==> src/logic/wr_pattern_defs.svh <==
// widths and constants shared by the write-data pattern generator
`ifndef WR_PATTERN_DEFS_SVH
`define WR_PATTERN_DEFS_SVH

// write-data bus
`define WDATA_WIDTH       1024
`define STRB_WIDTH        128

// one pattern word per lane
`define LANE_WIDTH        32
`define LANE_STRB_WIDTH   4
`define LANE_COUNT        32

// control fields and counters
`define SIZE_CODE_WIDTH   3
`define BURST_LEN_WIDTH   8
`define BEAT_COUNT_WIDTH  40
`define WRAP_LEN_WIDTH    4
`define SLOT_WIDTH        5
`define LANE_CNT_WIDTH    6
`define STATE_WIDTH       4

// lowest base bit that holds its value in wrap mode at wrap_len 0
`define WRAP_BASE_BIT     10

`endif

==> src/logic/axi_wdata_pkg.sv <==
// types of the AXI write-data bus as seen by the pattern generator
`include "wr_pattern_defs.svh"

package axi_wdata_pkg;

    // one 32-bit pattern word and its byte enables
    typedef logic [`LANE_WIDTH-1:0] lane_word_t;
    typedef logic [`LANE_STRB_WIDTH-1:0] lane_strb_t;

    // AXI transfer size, codes 0 and 1 are treated as 128 bytes
    typedef enum logic [`SIZE_CODE_WIDTH-1:0]
    {
        SIZE_4B   = 3'd2,
        SIZE_8B   = 3'd3,
        SIZE_16B  = 3'd4,
        SIZE_32B  = 3'd5,
        SIZE_64B  = 3'd6,
        SIZE_128B = 3'd7
    } size_code_t;

    // beats per burst minus one
    typedef logic [`BURST_LEN_WIDTH-1:0] burst_len_t;

endpackage

==> src/logic/pattern_ctrl_pkg.sv <==
// types of the pattern generator control path
`include "wr_pattern_defs.svh"

package pattern_ctrl_pkg;

    // one-hot sequencer states
    typedef enum logic [`STATE_WIDTH-1:0]
    {
        IDLE = 4'b0001,
        LOAD = 4'b0010,
        SEND = 4'b0100,
        DONE = 4'b1000
    } seq_state_t;

    typedef logic [`BEAT_COUNT_WIDTH-1:0] beat_count_t;

    // number of extra base bits that advance in wrap mode
    typedef logic [`WRAP_LEN_WIDTH-1:0] wrap_len_t;

    // position of a narrow beat inside the bus
    typedef logic [`SLOT_WIDTH-1:0] slot_index_t;

    // words per beat, always a power of two up to 32
    typedef logic [`LANE_CNT_WIDTH-1:0] lane_count_t;

endpackage

==> src/logic/burst_sequencer.sv <==
// sequencer of the write-data pattern generator
// runs the transfer FSM and keeps beat, burst and slot counters and the word base
`include "wr_pattern_defs.svh"

module burst_sequencer
(
    input  logic                          clk,
    input  logic                          resetn,
    input  logic                          wr_engine_start,
    input  pattern_ctrl_pkg::beat_count_t total_wr_beat_count,
    input  logic                          wrap_mode,
    input  pattern_ctrl_pkg::wrap_len_t   wrap_len,
    input  axi_wdata_pkg::size_code_t     wr_size,
    input  axi_wdata_pkg::burst_len_t     wr_len,
    input  axi_wdata_pkg::lane_word_t     wr_init_data,
    input  logic                          beat_take,
    output logic                          beat_pending,
    output logic                          burst_end,
    output axi_wdata_pkg::lane_word_t     pattern_base,
    output pattern_ctrl_pkg::slot_index_t slot,
    output pattern_ctrl_pkg::lane_count_t lane_count
);

    import axi_wdata_pkg::*;
    import pattern_ctrl_pkg::*;

    seq_state_t  state;
    seq_state_t  state_next;
    beat_count_t beat_cnt;
    burst_len_t  burst_cnt;
    lane_count_t size_words;
    lane_word_t  base_incr;
    lane_word_t  wrap_low_mask;
    lane_word_t  base_next;

    always_ff @(posedge clk)
    begin
        if (!resetn)
            state <= IDLE;
        else
            state <= state_next;
    end

    always_comb
    begin
        case (state)
            IDLE:
                if (wr_engine_start)
                    state_next = LOAD;
                else
                    state_next = IDLE;
            LOAD:
                state_next = SEND;
            SEND:
                if (beat_cnt == '0)
                    state_next = DONE;
                else
                    state_next = SEND;
            DONE:
                state_next = IDLE;
            default:
                state_next = IDLE;
        endcase
    end

    // words carried by one beat
    always_comb
    begin
        case (wr_size)
            SIZE_4B:   size_words = 6'd1;
            SIZE_8B:   size_words = 6'd2;
            SIZE_16B:  size_words = 6'd4;
            SIZE_32B:  size_words = 6'd8;
            SIZE_64B:  size_words = 6'd16;
            default:   size_words = 6'd32;
        endcase
    end

    assign beat_pending = (state == SEND) && (beat_cnt != '0);
    assign burst_end    = (burst_cnt == '0);

    // in wrap mode only the bits below WRAP_BASE_BIT+wrap_len advance
    assign base_incr     = pattern_base + lane_word_t'(lane_count);
    assign wrap_low_mask = (lane_word_t'(1) << (`WRAP_BASE_BIT + int'(wrap_len)))
                           - lane_word_t'(1);
    assign base_next     = wrap_mode ? ((pattern_base & ~wrap_low_mask) |
                                        (base_incr & wrap_low_mask))
                                     : base_incr;

    always_ff @(posedge clk)
    begin
        if (!resetn)
        begin
            lane_count   <= '0;
            pattern_base <= '0;
            beat_cnt     <= '0;
        end
        else if (state == LOAD)
        begin
            lane_count   <= size_words;
            pattern_base <= wr_init_data;
            beat_cnt     <= total_wr_beat_count;
        end
        else if (beat_take)
        begin
            pattern_base <= base_next;
            beat_cnt     <= beat_cnt - 1'b1;
        end
    end

    // burst counter reloads after the last beat of each burst
    always_ff @(posedge clk)
    begin
        if (!resetn)
            burst_cnt <= '0;
        else if (state == LOAD)
            burst_cnt <= wr_len;
        else if (beat_take && burst_end)
            burst_cnt <= wr_len;
        else if (beat_take)
            burst_cnt <= burst_cnt - 1'b1;
    end

    // narrow beats walk upward through the bus and restart with every burst
    always_ff @(posedge clk)
    begin
        if (!resetn)
            slot <= '0;
        else if (state == LOAD)
            slot <= '0;
        else if (beat_take && burst_end)
            slot <= '0;
        else if (beat_take)
            slot <= slot + 1'b1;
    end

endmodule

==> src/logic/lane_generator.sv <==
// one 32-bit lane of the write-data bus
// decides whether it belongs to the current slot and registers its word and strobe
module lane_generator
#(
    parameter int LANE = 0
)
(
    input  logic                          clk,
    input  logic                          resetn,
    input  logic                          beat_take,
    input  axi_wdata_pkg::lane_word_t     pattern_base,
    input  pattern_ctrl_pkg::slot_index_t slot,
    input  pattern_ctrl_pkg::lane_count_t lane_count,
    output axi_wdata_pkg::lane_word_t     lane_data,
    output axi_wdata_pkg::lane_strb_t     lane_strb
);

    import axi_wdata_pkg::*;
    import pattern_ctrl_pkg::*;

    localparam slot_index_t lane_pos = slot_index_t'(LANE);

    lane_count_t       word_mask;
    logic [10:0]       slot_prod;
    slot_index_t       slot_first;
    slot_index_t       word_offset;
    logic              lane_active;

    // lane_count is a power of two so the mask gives position modulo lane_count
    assign word_mask   = lane_count - 1'b1;
    assign word_offset = lane_pos & word_mask[4:0];

    // first lane of the active slot, taken modulo the bus width
    assign slot_prod   = slot * lane_count;
    assign slot_first  = slot_prod[4:0];
    assign lane_active = ((lane_pos & ~word_mask[4:0]) == slot_first);

    always_ff @(posedge clk)
    begin
        if (!resetn)
        begin
            lane_data <= '0;
            lane_strb <= '0;
        end
        else if (beat_take)
        begin
            if (lane_active)
            begin
                lane_data <= pattern_base + lane_word_t'(word_offset);
                lane_strb <= '1;
            end
            else
            begin
                lane_data <= '0;
                lane_strb <= '0;
            end
        end
    end

endmodule

==> src/logic/beat_output.sv <==
// output stage of the write-data channel
// holds wvalid and wlast and takes a new beat when the register is free
module beat_output
(
    input  logic clk,
    input  logic resetn,
    input  logic beat_pending,
    input  logic burst_end,
    input  logic m_axi_wready,
    output logic beat_take,
    output logic m_axi_wvalid,
    output logic m_axi_wlast
);

    logic out_free;

    // register is empty or its beat leaves this cycle
    assign out_free  = !m_axi_wvalid || m_axi_wready;
    assign beat_take = beat_pending && out_free;

    always_ff @(posedge clk)
    begin
        if (!resetn)
            m_axi_wvalid <= 1'b0;
        else if (beat_take)
            m_axi_wvalid <= 1'b1;
        else if (m_axi_wready)
            m_axi_wvalid <= 1'b0;
    end

    // wlast holds with the beat under back-pressure
    always_ff @(posedge clk)
    begin
        if (!resetn)
            m_axi_wlast <= 1'b0;
        else if (beat_take)
            m_axi_wlast <= burst_end;
    end

endmodule

==> src/logic/wr_data_send_channel.sv <==
// AXI write-data pattern generator
// sends ascending 32-bit words from a seed in bursts of wr_len+1 beats
`include "wr_pattern_defs.svh"

module wr_data_send_channel
(
    input  logic                          clk,
    input  logic                          resetn,
    output logic [`WDATA_WIDTH-1:0]       m_axi_wdata,
    output logic [`STRB_WIDTH-1:0]        m_axi_wstrb,
    output logic                          m_axi_wvalid,
    output logic                          m_axi_wlast,
    input  logic                          m_axi_wready,
    input  pattern_ctrl_pkg::beat_count_t total_wr_beat_count,
    input  logic                          wr_engine_start,
    input  logic                          wrap_mode,
    input  pattern_ctrl_pkg::wrap_len_t   wrap_len,
    input  axi_wdata_pkg::size_code_t     wr_size,
    input  axi_wdata_pkg::burst_len_t     wr_len,
    input  axi_wdata_pkg::lane_word_t     wr_init_data
);

    import axi_wdata_pkg::*;
    import pattern_ctrl_pkg::*;

    logic        beat_pending;
    logic        burst_end;
    logic        beat_take;
    lane_word_t  pattern_base;
    slot_index_t slot;
    lane_count_t lane_count;

    burst_sequencer u_sequencer
    (
        .clk                 (clk),
        .resetn              (resetn),
        .wr_engine_start     (wr_engine_start),
        .total_wr_beat_count (total_wr_beat_count),
        .wrap_mode           (wrap_mode),
        .wrap_len            (wrap_len),
        .wr_size             (wr_size),
        .wr_len              (wr_len),
        .wr_init_data        (wr_init_data),
        .beat_take           (beat_take),
        .beat_pending        (beat_pending),
        .burst_end           (burst_end),
        .pattern_base        (pattern_base),
        .slot                (slot),
        .lane_count          (lane_count)
    );

    // lane k owns data bits 32k and up and strobe bits 4k and up
    for (genvar k = 0; k < `LANE_COUNT; k++)
    begin : g_lane
        lane_generator #(.LANE(k)) u_lane
        (
            .clk          (clk),
            .resetn       (resetn),
            .beat_take    (beat_take),
            .pattern_base (pattern_base),
            .slot         (slot),
            .lane_count   (lane_count),
            .lane_data    (m_axi_wdata[k*`LANE_WIDTH +: `LANE_WIDTH]),
            .lane_strb    (m_axi_wstrb[k*`LANE_STRB_WIDTH +: `LANE_STRB_WIDTH])
        );
    end

    beat_output u_output
    (
        .clk          (clk),
        .resetn       (resetn),
        .beat_pending (beat_pending),
        .burst_end    (burst_end),
        .m_axi_wready (m_axi_wready),
        .beat_take    (beat_take),
        .m_axi_wvalid (m_axi_wvalid),
        .m_axi_wlast  (m_axi_wlast)
    );

endmodule

==> config.mk <==
export PLATFORM = sky130hd
export DESIGN_NAME = wr_data_send_channel
export DESIGN_NICKNAME = d
export VERILOG_FILES = /design/src/logic/axi_wdata_pkg.sv /design/src/logic/pattern_ctrl_pkg.sv /design/src/logic/burst_sequencer.sv /design/src/logic/lane_generator.sv /design/src/logic/beat_output.sv /design/src/logic/wr_data_send_channel.sv
export VERILOG_INCLUDE_DIRS = /design/src /design/src/logic
export SDC_FILE = /design/constraint.sdc
export NUM_CORES = 2
export LEC_CHECK = 0
export CAP_MARGIN = 20
export CORE_AREA = 4 4 481 483
export DETAILED_ROUTE_END_ITERATION = 10
export DIE_AREA = 0 0 485 487
export DONT_BUFFER_PORTS = 1
export SKIP_CTS_REPAIR_TIMING = 1
export SLEW_MARGIN = 25
export SYNTH_ARGS = -nofsm -noshare
export SYNTH_HDL_FRONTEND = slang
export SYNTH_SLANG_ARGS = --single-unit
==> constraint.sdc <==
create_clock -name clk -period 5.7 [get_ports clk]
set_input_delay 0.855 -clock clk [delete_from_list [all_inputs] [get_ports clk]]
set_output_delay 0.855 -clock clk [all_outputs]
set_load 0.01 [all_outputs]
Word-level counts from Yosys, hierarchy flattened
Cells that the tools add are included.
{"block": "op_classes", "n_addsub": 38, "multipliers": 1, "div_mod_pow": 0, "order_cmp": 0, "n_eq_ne": 39, "n_shift": 1, "n_mux": 78, "n_bitwise": 6, "reduce_logical": 13}
{"operator": "32-bit two-way mux", "count": 35}
{"operator": "32-bit by 5-bit adder with 32-bit output", "count": 16}
{"operator": "32-bit by 4-bit adder with 32-bit output", "count": 8}
{"operator": "4-bit two-way mux", "count": 33}
{"operator": "32-bit by 3-bit adder with 32-bit output", "count": 4}
{"operator": "5-bit == test", "count": 16}
{"operator": "40-bit two-way mux", "count": 2}
{"operator": "32-bit by 2-bit adder with 32-bit output", "count": 2}
{"operator": "32-bit AND", "count": 2}
{"operator": "4-bit by 5-bit == test with 1-bit output", "count": 8}
{"operator": "40-bit logical NOT", "count": 1}
{"operator": "40-bit nonzero test", "count": 1}
{"operator": "40-bit by 1-bit subtractor with 40-bit output (second input constant)", "count": 1}
{"operator": "32-bit by 1-bit adder with 32-bit output", "count": 1}
{"operator": "32-bit by 6-bit adder with 32-bit output", "count": 1}
{"operator": "32-bit inverter", "count": 1}
{"operator": "32-bit OR", "count": 1}
{"operator": "1-bit by 32-bit left shift with 32-bit output (first input constant)", "count": 1}
{"operator": "32-bit by 1-bit subtractor with 32-bit output (second input constant)", "count": 1}
{"operator": "6-bit one-hot mux with 5 select lines", "count": 1}
{"operator": "8-bit two-way mux", "count": 3}
{"operator": "3-bit by 5-bit == test with 1-bit output", "count": 4}
{"operator": "4-bit one-hot mux with 3 select lines", "count": 1}
{"operator": "2-bit by 5-bit == test with 1-bit output", "count": 2}
{"operator": "23 further kinds", "count": 30}
{"block": "word_totals", "ff_bits": 1249, "latch_bits": 0, "ramBits": 0, "rom_bits": 0, "input_bits": 92, "output_inout_bits": 1154, "elab_cells": 248, "n_memories": 0}

Depth between registers and ports, before layout
{"block": "logic_depth", "word_depth": 9, "mapped_depth": 15, "depth_no_buf": 13}

By module
Synthesis repeated with hierarchy kept, for this count alone.
{"block": "unflattened", "cells_unflattened": 8659, "hier_area_um2": 75109.5}
{"mod": "burst_sequencer", "instances": 1, "cells_each": 812, "area_per_inst_um2": 6219.7, "seq_area_each_um2": 1901.8}
{"mod": "lane_generator at g_lane[17].u_lane", "instances": 1, "cells_each": 259, "area_per_inst_um2": 2461.1, "seq_area_each_um2": 660.6}
{"mod": "lane_generator at g_lane[21].u_lane", "instances": 1, "cells_each": 266, "area_per_inst_um2": 2446.1, "seq_area_each_um2": 660.6}
{"mod": "lane_generator at g_lane[14].u_lane", "instances": 1, "cells_each": 253, "area_per_inst_um2": 2307.2, "seq_area_each_um2": 660.6}
{"mod": "lane_generator at g_lane[15].u_lane", "instances": 1, "cells_each": 247, "area_per_inst_um2": 2282.2, "seq_area_each_um2": 660.6}
{"mod": "lane_generator at g_lane[19].u_lane", "instances": 1, "cells_each": 269, "area_per_inst_um2": 2274.7, "seq_area_each_um2": 660.6}
{"mod": "lane_generator at g_lane[18].u_lane", "instances": 1, "cells_each": 264, "area_per_inst_um2": 2267.2, "seq_area_each_um2": 660.6}
{"mod": "lane_generator at g_lane[30].u_lane", "instances": 1, "cells_each": 263, "area_per_inst_um2": 2258.4, "seq_area_each_um2": 660.6}
{"mod": "lane_generator at g_lane[6].u_lane", "instances": 1, "cells_each": 250, "area_per_inst_um2": 2255.9, "seq_area_each_um2": 660.6}
{"mod": "lane_generator at g_lane[29].u_lane", "instances": 1, "cells_each": 256, "area_per_inst_um2": 2203.4, "seq_area_each_um2": 660.6}
{"mod": "lane_generator at g_lane[23].u_lane", "instances": 1, "cells_each": 256, "area_per_inst_um2": 2193.4, "seq_area_each_um2": 660.6}
{"mod": "lane_generator at g_lane[13].u_lane", "instances": 1, "cells_each": 249, "area_per_inst_um2": 2190.9, "seq_area_each_um2": 660.6}
{"mod": "lane_generator at g_lane[22].u_lane", "instances": 1, "cells_each": 243, "area_per_inst_um2": 2185.8, "seq_area_each_um2": 660.6}
{"mod": "lane_generator at g_lane[27].u_lane", "instances": 1, "cells_each": 250, "area_per_inst_um2": 2184.6, "seq_area_each_um2": 660.6}
{"mod": "+20 rows"}

Least setup slack after synthesis
Ideal clock, no wire load.
{"block": "synth_path", "path_type": "register to register", "from": "register u_sequencer.lane_count[0]", "to": "register g_lane[22].u_lane.lane_data[24]", "arrival_time_ps": 4042, "setup_slack_ps": 1584, "path_stages_with_launch": 15, "cell_sequence": "dfxtp_1 and2_1 ha_1 ha_1 inv_1 fa_1 fa_1 xor2_1 xnor3_1 xnor3_2 mux2i_1 nand3_1 clkbuf_1 clkbuf_1 o21ai_0"}
{"block": "synth_via", "elab_chain_cells": 4, "word_cells_on_any_way": 6}
{"element": "start, declared", "line": "burst_sequencer.sv:21", "source": "output pattern_ctrl_pkg::lane_count_t lane_count"}
{"element": "start signal, assigned", "line": "burst_sequencer.sv:100", "source": "lane_count <= size_words;"}
{"element": "branches (longest 3 deep; another with 32-bit by 5-bit adder with 32-bit output)"}
{"element": "32-bit two-way mux *", "line": "lane_generator.sv:47", "source": "if (lane_active)"}
{"element": "end signal, assigned", "line": "lane_generator.sv:49", "source": "lane_data <= pattern_base + lane_word_t'(word_offset);"}
{"element": "end, declared", "line": "lane_generator.sv:14", "source": "output axi_wdata_pkg::lane_word_t lane_data,"}
Mark *: on every way between the ends.
A chain may end at the register's enable or synchronous reset.

Worst setup path in the final report
{"block": "layout_path", "from": "register u_sequencer.lane_count[0]", "to": "register g_lane[20].u_lane.lane_data[11]"}
{"block": "layout_via", "elab_chain_cells": 4, "word_cells_on_any_way": 6}
{"element": "branches (longest 3 deep; another with 32-bit by 5-bit adder with 32-bit output)"}
{"element": "32-bit two-way mux *", "line": "lane_generator.sv:47"}
{"element": "end signal, assigned", "line": "lane_generator.sv:49"}
{"element": "end, declared", "line": "lane_generator.sv:14"}
Marked as above.

==> results.ini <==
[placed_design]
placement.io_buffers=0
dpl.hpwl_mm=279
routabilityCongestion=0.898
place_inst=9355

[clocking]
clock_transition_at_the_registers_of_the_reported_paths_ps=60
tritoncts_clock_tree=yes
cts_buffers=140
h-tree-depth=4
cts.sinks=1153
ctsLongestPathBuffers=3
clk_latency_worst_skew_pair_ps=820
root_buffer=sky130_fd_sc_hd__clkbuf_16

[sta]
tightest_slew_ps=1210
fin_crit_ps=5130
timing.slew.headroom_pct=19.0
setup_tns_final_ps=0
fmaxAchievable_ghz=0.195
hold_vio_cnt_final=0
final_max_slew_viol_count=0
fin_worst_skew_ps=46.7
final_report_setup_violation_count=0
min_period_over_period_pct=90.1
rsz_0062_raised_after_global_routing=false

[worst_setup_path]
crit_path_cell_trace=and2_1, ha_1, ha_1, inv_1, fa_1, fa_1, xor2_1, xnor3_1, xnor3_2, mux2i_4, buf_4, nand3_2, buf_4, o21ai_0
crit_type=flop to flop
data_arrival_time_of_the_worst_path_ps=5850
worstPathMaxFanout=29
worst_setup_path_end_kind=flop
crit_buf_inv=3
cpPeakStageDelay_ps=810
critPathRequiredTime_ps=6410
start_kind=flop
slowest_stage_cell_crit_path=sky130_fd_sc_hd__mux2i_4
cp_top_family=adder cells

[layout]
layout_area_overhead_pct=16.7
finish.utilization_pct=27.5
fin_nets=6616
number_of_standard_cells_in_the_final_layout_excluding_fillers=9644
drive_above_1_share_pct=10.4

[synth]
yosysWarningCount=0
count_of_mapped_cells_out_of_synthesis=6721
yosysSeqAreaShare_pct=43.2
ys.flop_type=sky130_fd_sc_hd__dfxtp_1
syn_nets=6849
synth_enable_flop_cells=0
synthesis.area_um2=53500
synth-async-reset-ratio_pct=0
synth-seq-cells=1153
synth_cell_type_count=89
syn_avg_cell_area_um2=7.96

[route]
detail_route.wirelength_mm=386
post_drt_via_cell_ratio=5.37
drc=0
route.antenna.remaining_nets=0
route.vias.total=51800
wire_per_inst_um=40.0
first_iter_violations=5837
drtPass1Iterations=8

[grt]
grt_first_pass_wirelength_mm=495
pin_count_of_the_biggest_net_entering_global_routing=126
first_global_vias=49000
antenna_found_initial=79
grtUsageTotal_pct=31.3
globalRouteOverflowTotal=0

[pwr]
power_density_nw_per_um2=306
power.ir.vdd_worst_uv=207
p_leak_uw=0.0197
design_power_total_uw=19100

[floorplan]
horizontal_die_dimension_um=485
initial_util_pct=23.6
core_area_um2=227000
ios=1246
die_h_um=487
fp-row-count=175
dieArea_um2=236000

[job]
maxCapViolations=0

[run_status]
outcome=completed

[hold_path]
worst_hold_path_type=input pin to flop

-- final cells by class --
class	count	area, um^2
sequential	1153	23200
clock buffer	181	3910
multi-input combinational	4891	28000
antenna	33	82.6
clock inverter	75	1050
inverter	49	186
fill	24500	164000
tap	3009	3760
timing repair buffer	253	2180
-- kinds of logic (layout without fill, tap and decap cells) --
| kind of cell | after synthesis | in the layout | synth area share [%] |
|---|---|---|---|
| AND/OR/NAND/NOR | 2495 | 2495 | 19.9 |
| AO/OA/AOI/OAI | 1436 | 1436 | 15.1 |
| flip-flops | 1153 | 1153 | 43.2 |
| XOR/XNOR | 916 | 916 | 15.1 |
| buffers and inverters | 677 | 558 | 5.63 |
| adder cells (fa/ha/maj) | 36 | 36 | 0.941 |
| multiplexers | 8 | 8 | 0.157 |
| other | 0 | 33 | 0 |
-- per-stage QoR --
stage                     hold slack (ps)  worst slack [ps]  area (um^2)
after floorplan                       448              1580        53500
after global placement                465               706        57200
after detailed placement              472               682        57300
after CTS                             108               641        62300
after global routing                  154               406        62300
final                                 191               565        62400
-- layer usage --
layer / track usage [%] / up-vias / routed length, um
li1: - / 21900 / -
met1: 36.3 / 25500 / 145000
met2: 48.7 / 3529 / 169000
met3: 12.9 / 886 / 46600
met4: 17.7 / 32 / 25300
met5: 0 / - / 207
-- state kept, by name, indices dropped and copies added, names as in the netlist, named ones only --
name / count
u_sequencer.state: 4
u_output.m_axi_wvalid: 1
g_lane.u_lane.lane_data: 1024
u_sequencer.slot: 5
g_lane.u_lane.lane_strb: 32
u_output.m_axi_wlast: 1
u_sequencer.beat_cnt: 40
u_sequencer.burst_cnt: 8
u_sequencer.lane_count: 6
-- where the power goes --
group	switching, uW	internal, uW
clock network	4130	5630
registers	110	8070
logic	853	294
-- cell usage in the layout (no fill, tap or decap), types with 15 or more instances in the layout --
cell / synthesis / routed
sky130_fd_sc_hd__a211oi_1: 16 / 15
sky130_fd_sc_hd__a21oi_1: 99 / 94
sky130_fd_sc_hd__a22oi_1: 39 / 39
sky130_fd_sc_hd__a311oi_1: 15 / 15
sky130_fd_sc_hd__a31oi_1: 40 / 32
sky130_fd_sc_hd__and2_1: 33 / 31
sky130_fd_sc_hd__and3_1: 17 / 16
sky130_fd_sc_hd__buf_12: 0 / 17
sky130_fd_sc_hd__buf_4: 97 / 232
sky130_fd_sc_hd__bufinv_16: 0 / 15
sky130_fd_sc_hd__clkbuf_1: 404 / 20
sky130_fd_sc_hd__clkbuf_16: 0 / 144
sky130_fd_sc_hd__clkbuf_8: 0 / 17
sky130_fd_sc_hd__clkinv_2: 0 / 25
sky130_fd_sc_hd__dfxtp_1: 1153 / 1122
sky130_fd_sc_hd__dfxtp_4: 0 / 28
sky130_fd_sc_hd__diode_2: 0 / 33
sky130_fd_sc_hd__ha_1: 29 / 26
sky130_fd_sc_hd__inv_1: 43 / 41
sky130_fd_sc_hd__nand2_1: 1543 / 1527
sky130_fd_sc_hd__nand2b_1: 23 / 23
sky130_fd_sc_hd__nand3_1: 140 / 121
sky130_fd_sc_hd__nand3_2: 0 / 19
sky130_fd_sc_hd__nand4_1: 52 / 52
sky130_fd_sc_hd__nor2_1: 403 / 378
sky130_fd_sc_hd__nor2_4: 0 / 15
sky130_fd_sc_hd__nor3_1: 124 / 109
sky130_fd_sc_hd__nor4_1: 25 / 22
sky130_fd_sc_hd__o211ai_1: 17 / 17
sky130_fd_sc_hd__o21a_1: 16 / 16
sky130_fd_sc_hd__o21ai_0: 1003 / 999
sky130_fd_sc_hd__o21ai_1: 48 / 47
sky130_fd_sc_hd__o31ai_1: 23 / 23
sky130_fd_sc_hd__or3_1: 29 / 27
sky130_fd_sc_hd__xnor2_1: 503 / 502
sky130_fd_sc_hd__xor2_1: 408 / 408
-- worst paths after layout --
| path | cells after the start | slack [ps] | from | to |
|---|---|---|---|---|
| setup / recovery | 14 | 570 | u_sequencer.lane_count[0] | g_lane[20].u_lane.lane_data[11] |
| hold / removal | 2 | 190 | wr_len[3] | u_sequencer.burst_cnt[3] |
| setup reg to reg | 14 | 570 | u_sequencer.lane_count[0] | g_lane[20].u_lane.lane_data[11] |
| hold reg to reg | 2 | 490 | u_sequencer.burst_cnt[0] | u_sequencer.burst_cnt[0] |
-- Yosys cell counts, types with 11 or more instances --
library cell / count / area, um^2
sky130_fd_sc_hd__nand2_1: 1543 / 5790
sky130_fd_sc_hd__dfxtp_1: 1153 / 23100
sky130_fd_sc_hd__o21ai_0: 1003 / 5020
sky130_fd_sc_hd__xnor2_1: 503 / 4410
sky130_fd_sc_hd__xor2_1: 408 / 3570
sky130_fd_sc_hd__clkbuf_1: 404 / 1520
sky130_fd_sc_hd__nor2_1: 403 / 1510
sky130_fd_sc_hd__nand3_1: 140 / 701
sky130_fd_sc_hd__nor3_1: 124 / 621
sky130_fd_sc_hd__a21oi_1: 99 / 495
sky130_fd_sc_hd__buf_4: 97 / 728
sky130_fd_sc_hd__buf_2: 67 / 335
sky130_fd_sc_hd__buf_1: 58 / 218
sky130_fd_sc_hd__nand4_1: 52 / 325
sky130_fd_sc_hd__o21ai_1: 48 / 240
sky130_fd_sc_hd__inv_1: 43 / 161
sky130_fd_sc_hd__a31oi_1: 40 / 250
sky130_fd_sc_hd__a22oi_1: 39 / 293
sky130_fd_sc_hd__and2_1: 33 / 206
sky130_fd_sc_hd__ha_1: 29 / 363
sky130_fd_sc_hd__or3_1: 29 / 181
sky130_fd_sc_hd__nor4_1: 25 / 156
sky130_fd_sc_hd__nand2b_1: 23 / 144
sky130_fd_sc_hd__o31ai_1: 23 / 173
sky130_fd_sc_hd__and4_1: 19 / 166
sky130_fd_sc_hd__and3_1: 17 / 106
sky130_fd_sc_hd__o211ai_1: 17 / 128
sky130_fd_sc_hd__a211oi_1: 16 / 120
sky130_fd_sc_hd__o21a_1: 16 / 120
sky130_fd_sc_hd__a311oi_1: 15 / 131
sky130_fd_sc_hd__or4_1: 14 / 105
sky130_fd_sc_hd__a22o_1: 12 / 105
sky130_fd_sc_hd__a32oi_1: 11 / 96.3
sky130_fd_sc_hd__nor2b_1: 11 / 68.8
Note: power is estimated with default switching activity, not from simulation.
